### src/source/kbd_soc_defines.svh
`ifndef KBD_SOC_DEFINES_SVH
`define KBD_SOC_DEFINES_SVH

// Address map, 16-bit bus addresses
`define RAM_BASE      16'h0000
`define KEY_ADDR      16'h1000
`define UART_ADDR     16'h1004

// RAM depth in 32-bit words, 1 KB in total
`define RAM_WORDS     256

// Start, eight data bits, parity, stop
`define PS2_FRAME_BITS 11

// Set-2 prefix bytes
`define SCAN_BREAK    8'hF0
`define SCAN_EXTENDED 8'hE0

// Interrupt vector raised for a key press
`define IRQ_KEYBOARD  4'd1

`endif

### src/source/key_irq_controller.sv
`timescale 1ns/1ps
`include "kbd_soc_defines.svh"

module key_irq_controller (
    input  logic        CLOCK_50,
    input  logic        KEY0,
    input  logic        key_valid,
    input  logic [7:0]  key_scan,
    input  logic [7:0]  key_ascii,
    input  logic        key_extended,
    input  logic        key_released,
    input  logic        interrupt_ack,
    output logic [31:0] key_data,
    output logic [3:0]  interrupt_vector,
    output logic        irq_led
);

    logic key_press;

    // Only printable presses interrupt the CPU
    assign key_press = key_valid & ~key_released & (key_ascii != 8'h00);

    always_ff @(posedge CLOCK_50 or negedge KEY0) begin
        if (!KEY0) begin
            key_data         <= 32'd0;
            interrupt_vector <= 4'd0;
        end else begin
            if (key_valid) begin
                key_data <= {14'd0, key_released, key_extended, key_scan, key_ascii};
            end
            // A press arriving with the acknowledge stays pending
            if (key_press) begin
                interrupt_vector <= `IRQ_KEYBOARD;
            end else if (interrupt_vector != 4'd0 && interrupt_ack) begin
                interrupt_vector <= 4'd0;
            end
        end
    end

    assign irq_led = (interrupt_vector != 4'd0);

    assert property (@(posedge CLOCK_50) disable iff (!KEY0)
        interrupt_vector == 4'd0 || interrupt_vector == `IRQ_KEYBOARD);

endmodule

### config.mk
export PLATFORM = sky130hd
export DESIGN_NAME = key_irq_controller
export DESIGN_NICKNAME = d
export VERILOG_FILES = /design/src/source/key_irq_controller.sv
export VERILOG_INCLUDE_DIRS = /design/src /design/src/source
export SDC_FILE = /design/constraint.sdc
export NUM_CORES = 1
export LEC_CHECK = 0
export BUFFER_PORTS_ARGS = -buffer_cell sky130_fd_sc_hd__buf_2
export CORE_ASPECT_RATIO = 1.4
export CORE_MARGIN = 3
export CORE_UTILIZATION = 44
export CTS_CLUSTER_DIAMETER = 50
export DETAILED_ROUTE_END_ITERATION = 6
export GPL_TIMING_DRIVEN = 0
export PLACE_DENSITY = 0.83
export SYNTH_ARGS = -nofsm -noshare
export SYNTH_HDL_FRONTEND = slang
export SYNTH_SLANG_ARGS = --single-unit
### constraint.sdc
create_clock -name CLOCK_50 -period 2.57 [get_ports CLOCK_50]
set_clock_uncertainty 0.2 [all_clocks]
set_input_delay 0.257 -clock CLOCK_50 [delete_from_list [all_inputs] [get_ports CLOCK_50]]
set_output_delay 0.257 -clock CLOCK_50 [all_outputs]
set_load 0.02 [all_outputs]
==> metrics.cfg <==
[cells_and_area]
regArea_um2=475
drive_above_1_share=0.619
instances_no_fill=154
fillCellCount=145
antennaDiodeCount=0
nNetsFinal=157
multi_input_area_um2=339
areaGrowthSynthToFinish_pct=44.8
post-route-util=0.712

[global_routing]
grt_overflow_total=0
met3_usage=0.0452
grt.total_usage=0.153
use_met1=0.156
use_met2=0.279
grt_max_degree=20
grt_pass1_wl_mm=2.91
antenna_found_initial=0
first_global_vias=669
top_usage_layer=met2

[power]
powerDensity_nw_per_um2=523
p_int_uw=488
power_leakage_nw=0.727
seqPwrFrac=0.494
power_frac_comb=0.297
switching_share=0.299
netSwitchingPower_uw=208
p_clk_frac=0.209
totalPowerFinal_uw=696
ir_drop_v=0.000383

[worst_setup_path]
criticalPathCategory=register to primary output
cp_max_fo=3
crit_arrival_ns=0.97
cp-end-kind=primary output
worst_setup_path_start_kind=register
crit_required_ns=2.11

[run_status]
status=completed

[cts]
cts-htree-levels=1
clock_latency_ns=0.29
cts-resized-gates=0
cts_hold_buf=8
cts_tree=built
clkTransAtPathRegs_ns=0.10
numCtsBuffers=3
cts_sinks=19
cts_buffer_depth=2
cts_root_buf=clkbuf_4
cts_setup_buffers=0

[synthesis]
async_flop_share=1.00
synthDistinctLibCells=10
yosysWarnings=0
synth-edff-count=0
syn_area_per_cell_um2=14.4
yosysTopAreaCell=dfrtp_1
synth-seq-area-share=0.517
syn-cell-area_um2=920
yosysMostFrequentCell=dfrtp_1
yosysTopAreaCellShare=0.517
ys_ff_latch=19
netlist_instances=64
synth_flop_cell=dfrtp_1
yosys-top-cells-area=dfrtp_1 (52%), buf_4 (15%), mux2_4 (15%)
ys_top_cells_by_count=dfrtp_1 (19), buf_4 (18), mux2_2 (9), mux2_4 (9)

[routing]
ant_nets=0
dr.pass1.iters=3
drc=0
finalWirelength_mm=1.95
wire_per_inst_um=12.7
viasPerCell=4.32
vias=665
drt_iter0_drc=6

[place]
place_inst=140
io_buffers=40
dp_hpwl_mm=1.48
place_congestion=0.644

[floorplanning]
chipHeight_um=60.1
start_util=0.492
core_area_um2=1870
dieArea_um2=2680
die_w_um=44.6
rows=18
ios=59

[sta]
setup_violations=0
rsz0062_at_grt=false
final.setup.tns_ns=0
hold_viol=0
fmax_mhz=702
report.final.slew_viol_count=0
final.min_clock_period_ns=1.42
min_period_over_period=0.554

[job]
drv_cap=0

[hold_path]
min_path_type=primary input to register

logic make-up (layout without fill, tap and decap cells):
| kind of cell | after synthesis | after routing | share of synthesized area |
|---|---|---|---|
| AND/OR/NAND/NOR | 3 | 3 | 0.0313 |
| buffers and inverters | 22 | 76 | 0.180 |
| multiplexers | 18 | 18 | 0.257 |
| flip-flops | 19 | 19 | 0.517 |
| AO/OA/AOI/OAI | 1 | 1 | 0.0109 |
| other | 1 | 17 | 0.00408 |
path summary, 6_finish.rpt:
path	from	end	slack (ns)	depth (start not counted)
setup / recovery	interrupt_vector[0]	interrupt_vector[0]	1.15	2
hold / removal	key_released	key_data[17]	0.02	2
setup reg to reg	key_data[7]	key_data[7]	1.59	1
hold reg to reg	key_data[17]	key_data[17]	0.32	1
max in group asynchronous	KEY0	key_data[9]	1.67	2
min in group asynchronous	KEY0	key_data[17]	0.22	2
through the flow:
| stage | hold slack (ns) | setup slack, ns | cell area [um^2] |
|---|---|---|---|
| after floorplan | -0.239 | 1.42 | 980 |
| after global placement | 0.00577 | 1.29 | 1200 |
| after detailed placement | 0.0152 | 1.30 | 1200 |
| after CTS | 0.000918 | 1.14 | 1310 |
| after global routing | 0.00208 | 1.09 | 1330 |
| final | 0.0158 | 1.15 | 1330 |
state kept, by name, indices dropped and copies added, names as in the netlist:
register,flops
key_data,18
interrupt_vector,1
layout make-up:
class,instances,share of cell area
Clock buffer,4,0.0197
Sequential cell,19,0.357
Timing Repair Buffer,50,0.226
Multi-Input combinational cell,39,0.255
Buffer,20,0.118
Inverter,2,0.00564
Tap cell,20,0.0188
critical path: stages (launching register included):
cell and delay, ns:
dfrtp_1 0.40, buf_4 0.13, buf_2 0.15
layer usage:
layer | vias up | wire length [um]
met5 | - | 0
met4 | 0 | 12
met3 | 2 | 201
met2 | 35 | 1110
met1 | 307 | 633
li1 | 321 | -
power by group through the flow:
stage / clock network (mW) / logic, mW / registers, mW
after global placement: 0 / 0.191 / 0.348
after detailed placement: 0 / 0.195 / 0.350
after global routing: 0.170 / 0.220 / 0.348
after CTS: 0.151 / 0.204 / 0.345
after floorplan: 0 / 0.0941 / 0.387
final: 0.146 / 0.207 / 0.344
cells in the final DEF, fill, tap and decap left out:
cell,netlist,layout
mux2_4,9,9
clkbuf_1,0,1
buf_4,18,18
inv_1,2,2
dfrtp_1,19,19
conb_1,1,17
buf_6,2,2
mux2_2,9,9
a32o_1,1,1
nor4_2,2,2
dlygate4sd3_1,0,10
buf_2,0,40
nand2_1,1,1
clkbuf_4,0,3
Note: power is estimated with default switching activity, not from simulation.
