[config.mk]
export PLATFORM = sky130hd
export DESIGN_NAME = ps2_receiver
export DESIGN_NICKNAME = d
export VERILOG_FILES = /design/src/source/kbd_soc_pkg.sv /design/src/source/ps2_receiver.sv
export VERILOG_INCLUDE_DIRS = /design/src /design/src/source
export SDC_FILE = /design/constraint.sdc
export NUM_CORES = 1
export LEC_CHECK = 0
export BUFFER_PORTS_ARGS = -buffer_cell sky130_fd_sc_hd__buf_2
export CAP_MARGIN = 20
export CORE_ASPECT_RATIO = 1.4
export CORE_MARGIN = 2
export CORE_UTILIZATION = 40
export DETAILED_ROUTE_END_ITERATION = 16
export SYNTH_ARGS = -nofsm -noshare
export SYNTH_HDL_FRONTEND = slang
export SYNTH_SLANG_ARGS = --single-unit
[constraint.sdc]
create_clock -name CLOCK_50 -period 2.3 [get_ports CLOCK_50]
set_input_delay 0.345 -clock CLOCK_50 [delete_from_list [all_inputs] [get_ports CLOCK_50]]
set_output_delay 0.345 -clock CLOCK_50 [all_outputs]
set_load 0.01 [all_outputs]
[src/source/kbd_soc_defines.svh]
`ifndef KBD_SOC_DEFINES_SVH
`define KBD_SOC_DEFINES_SVH

// Address map, 16-bit bus addresses
`define RAM_BASE      16'h0000
`define KEY_ADDR      16'h1000
`define UART_ADDR     16'h1004

// RAM depth in 32-bit words, 1 KB in total
`define RAM_WORDS     256

// Start, eight data bits, parity, stop
`define PS2_FRAME_BITS 11

// Set-2 prefix bytes
`define SCAN_BREAK    8'hF0
`define SCAN_EXTENDED 8'hE0

// Interrupt vector raised for a key press
`define IRQ_KEYBOARD  4'd1

`endif

[src/source/kbd_soc_pkg.sv]
package kbd_soc_pkg;

    // PS/2 frame receiver
    typedef enum logic [1:0] {
        RX_IDLE,
        RX_DATA,
        RX_PARITY,
        RX_STOP
    } rx_state_e;

    // Prefix bytes seen ahead of a scan code
    typedef enum logic [1:0] {
        PFX_NONE,
        PFX_BREAK,
        PFX_EXTENDED,
        PFX_EXT_BREAK
    } prefix_state_e;

    // Bus address decode
    typedef enum logic [1:0] {
        REGION_RAM,
        REGION_KEY,
        REGION_UART,
        REGION_NONE
    } bus_region_e;

endpackage

[src/source/ps2_receiver.sv]
`timescale 1ns/1ps
`include "kbd_soc_defines.svh"

module ps2_receiver (
    input  logic       CLOCK_50,
    input  logic       KEY0,
    input  logic       ps2_clk,
    input  logic       ps2_dat,
    output logic [7:0] rx_byte,
    output logic       rx_valid,
    output logic       frame_error
);

    logic [1:0] clk_sync;
    logic [1:0] dat_sync;
    logic       clk_prev;
    logic       clk_fall;
    logic [3:0] bit_count;
    logic [7:0] shift_reg;
    logic       start_ok;
    logic       parity_ok;
    logic       frame_good;
    kbd_soc_pkg::rx_state_e state;

    // Both PS/2 lines idle high
    always_ff @(posedge CLOCK_50 or negedge KEY0) begin
        if (!KEY0) begin
            clk_sync <= 2'b11;
            dat_sync <= 2'b11;
            clk_prev <= 1'b1;
        end else begin
            clk_sync <= {clk_sync[0], ps2_clk};
            dat_sync <= {dat_sync[0], ps2_dat};
            clk_prev <= clk_sync[1];
        end
    end

    // Device drives data while the PS/2 clock is high, so sample on the fall
    assign clk_fall   = clk_prev & ~clk_sync[1];
    assign frame_good = start_ok & parity_ok & dat_sync[1];

    always_ff @(posedge CLOCK_50 or negedge KEY0) begin
        if (!KEY0) begin
            state       <= kbd_soc_pkg::RX_IDLE;
            bit_count   <= 4'd0;
            start_ok    <= 1'b0;
            parity_ok   <= 1'b0;
            rx_valid    <= 1'b0;
            frame_error <= 1'b0;
        end else begin
            rx_valid    <= 1'b0;
            frame_error <= 1'b0;
            if (clk_fall) begin
                case (state)
                    kbd_soc_pkg::RX_IDLE: begin
                        // A bad start bit is carried to the end of the frame
                        start_ok  <= ~dat_sync[1];
                        bit_count <= 4'd1;
                        state     <= kbd_soc_pkg::RX_DATA;
                    end
                    kbd_soc_pkg::RX_DATA: begin
                        bit_count <= bit_count + 4'd1;
                        if (bit_count == 4'(`PS2_FRAME_BITS - 3)) begin
                            state <= kbd_soc_pkg::RX_PARITY;
                        end
                    end
                    kbd_soc_pkg::RX_PARITY: begin
                        // Odd parity over data and parity bit
                        parity_ok <= ^{shift_reg, dat_sync[1]};
                        state     <= kbd_soc_pkg::RX_STOP;
                    end
                    kbd_soc_pkg::RX_STOP: begin
                        rx_valid    <= frame_good;
                        frame_error <= ~frame_good;
                        state       <= kbd_soc_pkg::RX_IDLE;
                    end
                endcase
            end
        end
    end

    // LSB first
    always_ff @(posedge CLOCK_50) begin
        if (clk_fall && state == kbd_soc_pkg::RX_DATA) begin
            shift_reg <= {dat_sync[1], shift_reg[7:1]};
        end
        if (clk_fall && state == kbd_soc_pkg::RX_STOP && frame_good) begin
            rx_byte <= shift_reg;
        end
    end

    assert property (@(posedge CLOCK_50) disable iff (!KEY0)
        rx_valid |-> !frame_error && state == kbd_soc_pkg::RX_IDLE);

    assert property (@(posedge CLOCK_50) disable iff (!KEY0)
        rx_valid |=> !rx_valid);

endmodule

==> flow_metrics.tcl <==
set metrics [dict create \
    globalplace.congestion 0.793 \
    number_of_standard_cells_after_synthesis 81 \
    number_of_clock_buffers_inserted_by_tritoncts 5 \
    hold_violations 0 \
    crit_path_end "shift_reg[0]" \
    postRouteAntennaNets 0 \
    clk_transition_reported_paths_ns 0.06 \
    fin_tns_setup_ns 0 \
    antenna_found_initial 0 \
    fmaxAchievable_mhz 573 \
    yosys_register_bits 31 \
    cts-resized-gates 0 \
    synth_top_family_by_area "adder cells" \
    max-vdd-ir-drop_uv 566 \
    post_route_cells_drive_above_1_share 0.243 \
    synth.top_cells.by_area "sky130_fd_sc_hd__edfxtp_1 (39%), sky130_fd_sc_hd__dfrtp_1 (21%), sky130_fd_sc_hd__dfstp_2 (11%), sky130_fd_sc_hd__ha_1 (7.2%), sky130_fd_sc_hd__xnor2_1 (2.9%)" \
    regToRegEndpoint "shift_reg[0]" \
    layout-area-overhead-vs-synth_pct 16.7 \
    routed_len_inst_um 13.2 \
    wl_mm 1.84 \
    design_power_total_mw 1.49 \
    drv_slew 0 \
    synthMostInstantiatedCell "sky130_fd_sc_hd__edfxtp_1" \
    cts_hold_repair.buffers 1 \
    critPathLaunchType "register" \
    post-place-cells 131 \
    grt_first_pass_wirelength_mm 2.99 \
    cellLeakagePower_nw 0.604 \
    cp_data_required_time_ns 2.24 \
    clockBufferDepth 2 \
    finalCritPeriodShare 0.759 \
    slew_margin_rel 0.653 \
    max_cap_viol_count 0 \
    critPathKind "register to register" \
    finalSetupViolCount 0 \
    dr.first_iter.drc_count 19 \
    cts-htree-levels 2 \
    clock_sinks 31 \
    run_status "finished, final reports clean" \
    synth_sequential_area_ratio 0.707 \
    finalNetCount 113 \
    post_synth_fa_ha_maj_area_fraction 0.0718 \
    synth_mux_area_frac 0.0256 \
    gr-usage-all-layers 0.122 \
    measured_slew_at_the_worst_slew_check_pin_ns 0.519 \
    drcViolationCount 0 \
    regToRegStartpoint "clk_prev" \
    via_per_inst 4.78 \
    synth_largest_type_area_fraction 0.394 \
    postCtsSetupRepairBufs 0 \
    rsz0062_at_grt "false" \
    dr_total_vias 669 \
    tritoncts "built" \
    die-width_um 50.7 \
    synth_area_um2 1220 \
    post_synth_and_or_nand_nor_area_fraction 0.0646 \
    worstSetupStartpoint "clk_prev" \
    crit_fanout 10 \
    place_hpwl_mm 1.28 \
    start_util 0.424 \
    die_area_um2 3510 \
    layout.filler_cells 257 \
    asyncSetResetFlopFracSynth 0.484 \
    fp-row-count 23 \
    n_antenna_cell 0 \
    endpoint_kind "register" \
    r2r.worst_path.cells 2 \
    dpl_cell_area_um2 1330 \
    first_global_vias 698 \
    synth-compound-area-share 0.0503 \
    grt_start_max_net_pins 16 \
    worstPathArrival_ns 1.68 \
    final_cell_area_um2 1420 \
    syn-num-nets 92 \
    synth.cells.most_frequent "sky130_fd_sc_hd__edfxtp_1 (16), sky130_fd_sc_hd__dfrtp_1 (10), sky130_fd_sc_hd__ha_1 (7), sky130_fd_sc_hd__nand2_1 (7)" \
    die_h_um 69.3 \
    globalRouteOverflowTotal 0 \
    rrSetupSlack_ns 0.56 \
    syn_avg_cell_area_um2 15.1 \
    layout_min_cycle_time_ns 1.74 \
    dr_pass1_iterations 3 \
    fp.coreArea_um2 2880 \
    hold_path_class "primary input to register" \
    power_density_nw_per_um2 1050 \
    io_pins 14 \
    cts_root_buf "sky130_fd_sc_hd__clkbuf_8" \
    worst_skew_pair.late_latency_ns 0.28 \
    final_cells 140 \
    ys.warnings.count 0 \
    worst_clock_skew_ns 0.00401 \
    synth-edff-count 16 \
    post_synth_xor_area_fraction 0.0615 \
    synth_largest_area_cell "sky130_fd_sc_hd__edfxtp_1" \
    postSynth.topFlopCell "sky130_fd_sc_hd__edfxtp_1" \
    synth.distinct_cells 21 \
    port_buffers 13 \
]
## layout by cell type (no fill, tap or decap)
cell                            instances
sky130_fd_sc_hd__xnor3_1                1
sky130_fd_sc_hd__clkbuf_8               5
sky130_fd_sc_hd__dfrtp_1               10
sky130_fd_sc_hd__clkbuf_1               1
sky130_fd_sc_hd__nand2_1                7
sky130_fd_sc_hd__buf_4                  1
sky130_fd_sc_hd__o21ai_0                4
sky130_fd_sc_hd__and3_1                 2
sky130_fd_sc_hd__nor2_1                 3
sky130_fd_sc_hd__dlygate4sd3_1          1
sky130_fd_sc_hd__o21ai_1                1
sky130_fd_sc_hd__nor2b_1                1
sky130_fd_sc_hd__buf_2                 13
sky130_fd_sc_hd__clkinv_1               2
sky130_fd_sc_hd__ha_1                   7
sky130_fd_sc_hd__a22o_1                 3
sky130_fd_sc_hd__edfxtp_1              16
sky130_fd_sc_hd__a21oi_1                2
sky130_fd_sc_hd__xnor2_1                4
sky130_fd_sc_hd__mux2_2                 1
sky130_fd_sc_hd__dfstp_2                5
sky130_fd_sc_hd__inv_1                  5
sky130_fd_sc_hd__and2_1                 2
sky130_fd_sc_hd__mux2i_1                2
sky130_fd_sc_hd__xor2_1                 2
sky130_fd_sc_hd__nand3_1                2
## worst min path at each step
| stage | startpoint | end | slack, ns | cells after the start |
|---|---|---|---|---|
| finish | ps2_dat | dat_sync[0] | 0.16 | 1 |
| global route | ps2_clk | clk_sync[0] | 0.15 | 1 |
| CTS | ps2_dat | dat_sync[0] | 0.15 | 1 |
| detailed placement | KEY0 | frame_error | 0.26 | 1 |
| global placement | KEY0 | start_ok | 0.26 | 1 |
| floorplan | KEY0 | bit_count[0] | 0.05 | 0 |
## layer usage
layer  wire [um]  track usage  part of all wire
met5           0            0                 0
met4          49       0.0871             0.027
met3          97       0.0539             0.053
met2        1000        0.209              0.54
met1         694        0.108              0.38
## stage by stage
step,setup WS (ns),hold slack (ns),util
2_1_floorplan,0.710,0.0494,-
3_3_place_gp,0.619,0.258,0.463
3_5_place_dp,0.556,0.264,0.463
4_1_cts,0.549,0.146,0.495
5_1_grt,0.427,0.146,0.495
6_report,0.555,0.156,0.495
## final cells by class
class / instances / area, um2 / area share
Multi-Input combinational cell: 44 / 334 / 0.235
Tap cell: 37 / 46.3 / 0.0325
Clock inverter: 2 / 7.51 / 0.00527
Timing Repair Buffer: 15 / 82.6 / 0.0580
Inverter: 5 / 18.8 / 0.0132
Sequential cell: 31 / 862 / 0.605
Clock buffer: 6 / 72.6 / 0.0510
## critical path, stage by stage (launching register included)
cell,delay [ns]
sky130_fd_sc_hd__dfstp_2,0.51
sky130_fd_sc_hd__nor2b_1,0.44
sky130_fd_sc_hd__and2_1,0.46
## where the power goes
| group | total (mW) | switching, mW | internal, mW |
|---|---|---|---|
| combinational | 0.329 | 0.172 | 0.157 |
| sequential | 0.769 | 0.0784 | 0.690 |
| clock | 0.391 | 0.186 | 0.205 |
| total | 1.49 | 0.436 | 1.05 |
## cell families after synthesis
group | Yosys count
DFF | 31
xor gates and xnor gates | 7
adders and majority gates | 7
and+or+nand+nor | 17
AOI/OAI and AO/OA | 10
buffers and inverters | 6
muxes | 3
(Power assumes the default switching activity.)
