===== src/source/kbd_soc_defines.svh =====
`ifndef KBD_SOC_DEFINES_SVH
`define KBD_SOC_DEFINES_SVH

// Address map, 16-bit bus addresses
`define RAM_BASE      16'h0000
`define KEY_ADDR      16'h1000
`define UART_ADDR     16'h1004

// RAM depth in 32-bit words, 1 KB in total
`define RAM_WORDS     256

// Start, eight data bits, parity, stop
`define PS2_FRAME_BITS 11

// Set-2 prefix bytes
`define SCAN_BREAK    8'hF0
`define SCAN_EXTENDED 8'hE0

// Interrupt vector raised for a key press
`define IRQ_KEYBOARD  4'd1

`endif


===== src/source/kbd_soc_pkg.sv =====
package kbd_soc_pkg;

    // PS/2 frame receiver
    typedef enum logic [1:0] {
        RX_IDLE,
        RX_DATA,
        RX_PARITY,
        RX_STOP
    } rx_state_e;

    // Prefix bytes seen ahead of a scan code
    typedef enum logic [1:0] {
        PFX_NONE,
        PFX_BREAK,
        PFX_EXTENDED,
        PFX_EXT_BREAK
    } prefix_state_e;

    // Bus address decode
    typedef enum logic [1:0] {
        REGION_RAM,
        REGION_KEY,
        REGION_UART,
        REGION_NONE
    } bus_region_e;

endpackage


===== src/source/ps2_keymap.sv =====
`timescale 1ns/1ps
`include "kbd_soc_defines.svh"

module ps2_keymap (
    input  logic       CLOCK_50,
    input  logic       KEY0,
    input  logic [7:0] rx_byte,
    input  logic       rx_valid,
    output logic       key_valid,
    output logic [7:0] key_scan,
    output logic [7:0] key_ascii,
    output logic       key_extended,
    output logic       key_released
);

    kbd_soc_pkg::prefix_state_e prefix;
    logic is_extended;
    logic is_released;
    logic is_prefix;

    // Set-2 make codes to ASCII, everything else is 0
    function automatic logic [7:0] scan_to_ascii(input logic [7:0] code);
        case (code)
            8'h1C: return "a";
            8'h32: return "b";
            8'h21: return "c";
            8'h23: return "d";
            8'h24: return "e";
            8'h2B: return "f";
            8'h34: return "g";
            8'h33: return "h";
            8'h43: return "i";
            8'h3B: return "j";
            8'h42: return "k";
            8'h4B: return "l";
            8'h3A: return "m";
            8'h31: return "n";
            8'h44: return "o";
            8'h4D: return "p";
            8'h15: return "q";
            8'h2D: return "r";
            8'h1B: return "s";
            8'h2C: return "t";
            8'h3C: return "u";
            8'h2A: return "v";
            8'h1D: return "w";
            8'h22: return "x";
            8'h35: return "y";
            8'h1A: return "z";
            8'h45: return "0";
            8'h16: return "1";
            8'h1E: return "2";
            8'h26: return "3";
            8'h25: return "4";
            8'h2E: return "5";
            8'h36: return "6";
            8'h3D: return "7";
            8'h3E: return "8";
            8'h46: return "9";
            8'h29: return 8'h20;
            8'h5A: return 8'h0D;
            default: return 8'h00;
        endcase
    endfunction

    assign is_extended = (prefix == kbd_soc_pkg::PFX_EXTENDED) ||
                         (prefix == kbd_soc_pkg::PFX_EXT_BREAK);
    assign is_released = (prefix == kbd_soc_pkg::PFX_BREAK) ||
                         (prefix == kbd_soc_pkg::PFX_EXT_BREAK);
    assign is_prefix   = (rx_byte == `SCAN_BREAK) || (rx_byte == `SCAN_EXTENDED);

    always_ff @(posedge CLOCK_50 or negedge KEY0) begin
        if (!KEY0) begin
            prefix    <= kbd_soc_pkg::PFX_NONE;
            key_valid <= 1'b0;
        end else begin
            key_valid <= rx_valid & ~is_prefix;
            if (rx_valid) begin
                if (rx_byte == `SCAN_BREAK) begin
                    prefix <= is_extended ? kbd_soc_pkg::PFX_EXT_BREAK
                                          : kbd_soc_pkg::PFX_BREAK;
                end else if (rx_byte == `SCAN_EXTENDED) begin
                    prefix <= is_released ? kbd_soc_pkg::PFX_EXT_BREAK
                                          : kbd_soc_pkg::PFX_EXTENDED;
                end else begin
                    prefix <= kbd_soc_pkg::PFX_NONE;
                end
            end
        end
    end

    always_ff @(posedge CLOCK_50) begin
        if (rx_valid && !is_prefix) begin
            key_scan     <= rx_byte;
            key_ascii    <= is_extended ? 8'h00 : scan_to_ascii(rx_byte);
            key_extended <= is_extended;
            key_released <= is_released;
        end
    end

endmodule


===== config.mk =====
export PLATFORM = sky130hd
export DESIGN_NAME = ps2_keymap
export DESIGN_NICKNAME = d
export VERILOG_FILES = /design/src/source/kbd_soc_pkg.sv /design/src/source/ps2_keymap.sv
export VERILOG_INCLUDE_DIRS = /design/src /design/src/source
export SDC_FILE = /design/constraint.sdc
export NUM_CORES = 1
export LEC_CHECK = 0
export ABC_AREA = 1
export BUFFER_PORTS_ARGS = -buffer_cell sky130_fd_sc_hd__buf_2
export CORE_ASPECT_RATIO = 0.6
export CORE_MARGIN = 2
export CORE_UTILIZATION = 49
export DETAILED_ROUTE_END_ITERATION = 12
export HOLD_SLACK_MARGIN = 0.15
export PLACE_DENSITY_LB_ADDON = 0.08
export SLEW_MARGIN = 20
export SYNTH_ARGS = -nofsm -noshare
export SYNTH_HDL_FRONTEND = slang
export SYNTH_SLANG_ARGS = --single-unit

===== constraint.sdc =====
create_clock -name CLOCK_50 -period 0.9 [get_ports CLOCK_50]
set_clock_uncertainty 0.05 [all_clocks]
set_input_delay 0.27 -clock CLOCK_50 [delete_from_list [all_inputs] [get_ports CLOCK_50]]
set_output_delay 0.27 -clock CLOCK_50 [all_outputs]
set_load 0.02 [all_outputs]

==> run summary, run 1 <==
Final Hold Viols - 0
H-tree depth - 1
failing checks - negative setup slack
power share of the clock group - 0.230
clock sinks - 20
Seq/Total Area, Yosys - 0.4017
Avg Cell Area, Syn - 7.475 sq um
Die X - 74.41 um
multi-input logic area - 893.4 sq um
Total GRT Usage - 0.2703
Vias per Instance - 5.517
GRT overflow - 0
vias - 1666
Final nets - 281
Max-Cap Viols - 0
most frequent cells after synthesis - 79 x nand2_1, 31 x nand3_1, 17 x edfxtp_1
Syn Nets - 215
crit-path max FO - 5
WP buf/inv - 3
Logic pwr share - 0.340
Max clock buf depth - 2
cell with the most instances after synthesis - nand2_1
Synth warnings - 0
I/O pin count - 30
RSZ-0062 raised after global routing - yes
IO buf count - 28
DP HPWL - 3.132 mm
NetSw - 789.4 uW
Pleak - 0.001080 uW
CP Launch Type - input port
Synth Cell Area - 0.001458 sq mm
Crit path arrival time - 1.51 ns
vias in the first global route - 1419
Final ANT Viol Nets - 0
Switching Share - 0.3111
max incr delay on CP - 0.32 ns
Num CTS Buffers - 3
Root Buffer - clkbuf_8
CP Capture Type - flip-flop
Synth top area share - 0.3502
fill cell count - 206
synth unique cells - 24
CP top delay family - simple AND/OR/NAND/NOR gates
post-route setup slack - -0.5710 ns
initial antenna violation count - 0
first drt pass iteration count - 6
CP cell instances - buf_8 > clkinvlp_4 > ha_4 > nand2_4 > nand2_4 > nand3_2 > nand2_2 > inv_2 > nand3_2 > nand2_2 > a21oi_2
# diodes - 0
pwr/cell area - 1128 mW/mm^2
Initial DRC Count - 163
FP Rows - 15
drt wl/cell - 15.40 um
Synth Instances - 195
Hold/Removal Path Class - in -> reg
power share of the sequential group - 0.430
FF+latch area - 585.6 sq um
cell internal pwr - 1748 uW
cell taking the most area after synthesis - edfxtp_1
worst skew pair latency - 0.25 ns
Die Ht - 46.25 um
peak supply drop - 0.0008078 V
DRC viols - 0
type of the worst setup path - in -> reg
hold slack - 0.1631 ns
first-pass GRT wire length - 6.672 mm
Req. time, crit path - 0.94 ns
Area Growth Syn to Fin - 54.33%
final critical-path share of the clock period - 1.634
asr flop ratio synth - 0.1500
Util after Layout - 0.7886
status - finished, violations left
maximum clock frequency - 0.6798 GHz
clk slew on worst S/H paths - 0.06 ns
top_reg_cell synth - edfxtp_1
EDFF count, synth - 17
fin crit period - 1.471 ns
Yosys reg bits - 20
final slew viol count - 0
CTS tree - done
CP max stage cell - ha_4
ranking of synthesized cells by area - edfxtp_1 35%, nand2_1 20%, nand3_1 11%
Starting Density - 0.5110
core area - 0.002853 sq mm
GP Congestion - 0.9531
layout cells sized above 1 - 0.4385
die area - 0.003441 sq mm
final setup vio count - 45
Total Wirelength - 4.651 mm
largest net degree at the start of global routing - 19
[state kept, by name, summed over array words and instances, names as in the netlist]
| name | flops |
|---|---|
| key_ascii | 7 |
| prefix | 2 |
| key_released | 1 |
| key_extended | 1 |
| key_scan | 8 |
| key_valid | 1 |
[stage by stage]
step	TNS, ns	cells	setup WS, ns	instance area [sq um]	total power, uW
after floorplan	-15.17	195	-0.6359	1509	1495
after global placement	-19.76	292	-0.7695	1929	1773
after detailed placement	-21.66	292	-0.8439	1929	1786
after CTS	-15.00	301	-0.4993	2126	2441
after global routing	-19.16	302	-0.5999	2250	2637
final	-17.00	302	-0.5710	2250	2538
[worst reg2reg max path, delay by kind of cell, from the launching register on]
kind	cells	cell delay, ns
AO/OA/AOI/OAI	1	0.25
buffers and inverters	1	0.07
flip-flops	1	0.39
AND/OR/NAND/NOR	1	0.24
[power groups by stage]
stage | registers, uW | logic (uW) | clock network, uW
6_report | 1090 | 863 | 584
5_1_grt | 1100 | 918 | 623
4_1_cts | 1080 | 765 | 598
3_5_place_dp | 1100 | 689 | 0
3_3_place_gp | 1100 | 675 | 0
2_1_floorplan | 1180 | 318 | 0
[layout by cell type (no fill, tap or decap), types with 3 or more instances in the layout]
cell type | netlist | final
nand3_1 | 31 | 26
clkbuf_8 | 0 | 3
edfxtp_1 | 17 | 17
o211ai_1 | 3 | 3
inv_1 | 12 | 7
nand2_2 | 0 | 7
nand3_2 | 0 | 4
inv_2 | 7 | 9
nor2_4 | 2 | 3
nand2_1 | 79 | 68
ha_4 | 0 | 3
a21oi_1 | 8 | 7
clkinvlp_4 | 0 | 3
buf_2 | 3 | 12
buf_6 | 0 | 17
dfrtp_1 | 3 | 3
nand2_4 | 0 | 4
buf_4 | 3 | 36
ha_1 | 9 | 6
[metal layers]
layer	part of all wire	routed length, um	track usage	vias up
li1	-	-	-	768
met1	0.43	2005	0.3481	776
met2	0.44	2045	0.4195	110
met3	0.11	495	0.1072	12
met4	0.023	105	0.08929	0
met5	0	0	0	-
[path summary, 6_finish.rpt]
kind,start,to,slack (ns),depth (start not counted)
max in group asynchronous,KEY0,prefix[1]$_DFFE_PN0P_,0.40,2
min,rx_byte[7],key_scan[7]$_DFFE_PP_,0.16,1
min in group asynchronous,KEY0,prefix[0]$_DFFE_PN0P_,0.30,2
min reg2reg,prefix[1]$_DFFE_PN0P_,key_extended$_DFFE_PP_,0.42,0
max,rx_byte[0],key_ascii[4]$_SDFFCE_PP0P_,-0.57,11
max reg2reg,prefix[1]$_DFFE_PN0P_,key_ascii[4]$_SDFFCE_PP0P_,-0.26,3
[repair_timing]
action | in CTS | in global routing
gates resized for setup | 28 | 36
pin swaps | 16 | 8
hold endpoints to repair | 3 | 0
hold buffers | 1 | 0
setup endpoints to repair | 45 | 45
buffers inserted | 4 | 1
[cell type report]
cell class	instances	area share
clock inverter	1	0.001669
tap	42	0.02336
multi-input combinational	147	0.3971
timing repair buffer	69	0.2586
sequential	20	0.2603
inverter	20	0.04060
clock buffer	3	0.01835
[kinds of logic (layout without fill, tap and decap cells)]
family          count (synthesis)  count (layout)  share of synthesized area
simple gates                  117             117                     0.3451
buf+inv                        28              93                    0.08584
compound gates                 20              20                    0.08756
flops                          20              20                     0.4017
fa+ha+maj                       9               9                    0.07725
other cells                     1               1                   0.002573
Power figures use the tool's default switching activity.
==> inputs of run 2 (changes only) <==
Settings changed: CORE_MARGIN 2 to not set, GPL_TIMING_DRIVEN set to 0.
==> run 2 against run 1 <==
  * The run still ends with negative setup slack left
  * Count of clock-buffer cells in the layout unchanged
  * Highest routed layer unchanged
  * Maximum frequency down 2.4%
  * Register-to-register slack gained 0.07 ns
  * Worst hold slack better by 0.0014 ns
  * Global-route usage is 4.6 points higher
  * Sequential share of layout area down 0.27 points
  * Non-clock buffer count decreased by 11
  * First-iteration DRC count decreased by 37%
  * Utilization increased by 6.5 points
  * Cell count decreased by 4.3%
  * Via count is 2.3% higher
  * Worst setup slack lost 0.036 ns
==> run summary, run 2 (synthesis gave the netlist of run 1 again) <==
status - finished, violations left
failing checks - negative setup slack
CP Launch Type - input port
Root Buffer - clkbuf_8
Least-Margin Pin Slew - 0.5713 ns
FP Rows - 14
first drt pass iteration count - 6
CP Capture Type - flip-flop
WHS Path Cells - 1
final setup vio count - 45
core area - 0.002663 sq mm
Power Total - 2596 uW
DP Area - 0.001699 sq mm
reg-to-reg startpoint - prefix[1]$_DFFE_PN0P_
r2r worst-path depth - 3
Num CTS Buffers - 3
post-route setup slack - -0.6068 ns
Starting Density - 0.5475
Crit path arrival time - 1.50 ns
Initial DRC Count - 102
pwr/cell area - 1142 mW/mm^2
Slew headroom - 0.6162
CP cell instances - buf_12 > clkinvlp_4 > ha_4 > nand2_2 > nor3_2 > nand2_1 > nand3_2 > clkinvlp_4 > clkbuf_16
# diodes - 0
WP buf/inv - 4
WHS Endpoint - key_scan[3]$_DFFE_PP_
Total GRT Usage - 0.3165
RSZ-0062 raised after global routing - yes
Final ANT Viol Nets - 0
reg-to-reg slack, setup - -0.19 ns
Hold/Removal Path Class - in -> reg
H-tree depth - 1
CP max stage cell - clkbuf_16
vias - 1705
largest net degree at the start of global routing - 12
max reg flops - 8
design area - 0.002273 sq mm
Max clock buf depth - 2
CP most frequent cell - clkinvlp_4
GP Congestion - 0.9429
CTS tree - done
RR Endpoint - key_ascii[2]$_SDFFCE_PP0P_
maximum clock frequency - 0.6637 GHz
Die X - 72.41 um
Req. time, crit path - 0.89 ns
max incr delay on CP - 0.20 ns
final slew viol count - 0
Largest regs - key_scan (8), key_ascii (7), prefix (2)
vias in the first global route - 1509
I/O pin count - 30
Final nets - 270
Die Ht - 44.25 um
Post-Route Setup TNS - -18.87 ns
final critical-path share of the clock period - 1.674
worst skew pair latency - 0.26 ns
clk slew on worst S/H paths - 0.08 ns
layout cells sized above 1 - 0.4618
Largest Register - key_scan
Pleak - 0.001035 uW
crit-path max FO - 7
Vias per Instance - 5.900
peak supply drop - 0.0008801 V
initial antenna violation count - 0
CP top delay family - buffers and inverters
most common cell after layout, fill and taps aside - nand2_1
DP HPWL - 3.033 mm
Total Wirelength - 5.270 mm
clock sinks - 20
first-pass GRT wire length - 7.327 mm
most frequent cells in the layout - 64 x nand2_1, 23 x nand3_1, 19 x buf_6, 19 x buf_4, 17 x edfxtp_1
die area - 0.003204 sq mm
Final Hold Viols - 0
GRT overflow - 0
drt wl/cell - 18.24 um
min-delay src - rx_byte[3]
DRC viols - 0
fin crit period - 1.507 ns
IO buf count - 28
type of the worst setup path - in -> reg
Area Growth Syn to Fin - 55.97%
Max-Cap Viols - 0
[run 2: metrics by stage]
| step | setup WS [ns] | utilization | hold WS, ns | instances |
|---|---|---|---|---|
| after global routing | -0.6632 | 0.8539 | 0.1578 | 289 |
| final | -0.6068 | 0.8539 | 0.1646 | 289 |
| after detailed placement | -1.093 | 0.6382 | 0.02242 | 263 |
| after global placement | -1.059 | 0.6382 | 0.01393 | 263 |
| after floorplan | -0.6359 | - | -0.07559 | 195 |
| after CTS | -0.5580 | 0.7815 | 0.1608 | 288 |
[run 2: where the power goes]
group,switching [uW],internal (uW)
Clock,314,304
Sequential,25.6,1070
Combinational,516,367
[run 2: repair_timing]
item,4_1_cts,5_1_grt
pin swaps,9,13
setup buffers,19,2
endpoints found under the setup margin,45,45
hold endpoints to repair,3,0
gates resized for setup,39,49
gates cloned,1,0
hold buffers,1,0
[run 2: worst max path at each step]
stage / from / end / depth (start not counted)
floorplan: rx_byte[0] / key_ascii[0]$_SDFFCE_PP0P_ / 7
global placement: rx_byte[0] / key_scan[1]$_DFFE_PP_ / 8
detailed placement: rx_byte[1] / key_scan[2]$_DFFE_PP_ / 8
CTS: rx_byte[1] / key_scan[7]$_DFFE_PP_ / 9
global route: rx_byte[0] / key_ascii[3]$_SDFFCE_PP0P_ / 9
finish: rx_byte[0] / key_scan[4]$_DFFE_PP_ / 9
[run 2: final cells by class]
cell class                      instances  area (sq um)
Sequential cell                        20         585.6
Fill cell                             152         389.1
Tap cell                               40         50.05
Timing Repair Buffer                   50         481.7
Buffer                                  8         57.56
Clock buffer                            3         41.29
Multi-Input combinational cell        147         959.7
Inverter                               20         93.84
Clock inverter                          1         3.754
[run 2: per-layer routing]
metal	routed length, um	track usage	vias to the layer above
li1	-	-	751
met1	2155	0.4184	793
met2	2331	0.5009	138
met3	604	0.1185	23
met4	178	0.07451	0
met5	0	0	-
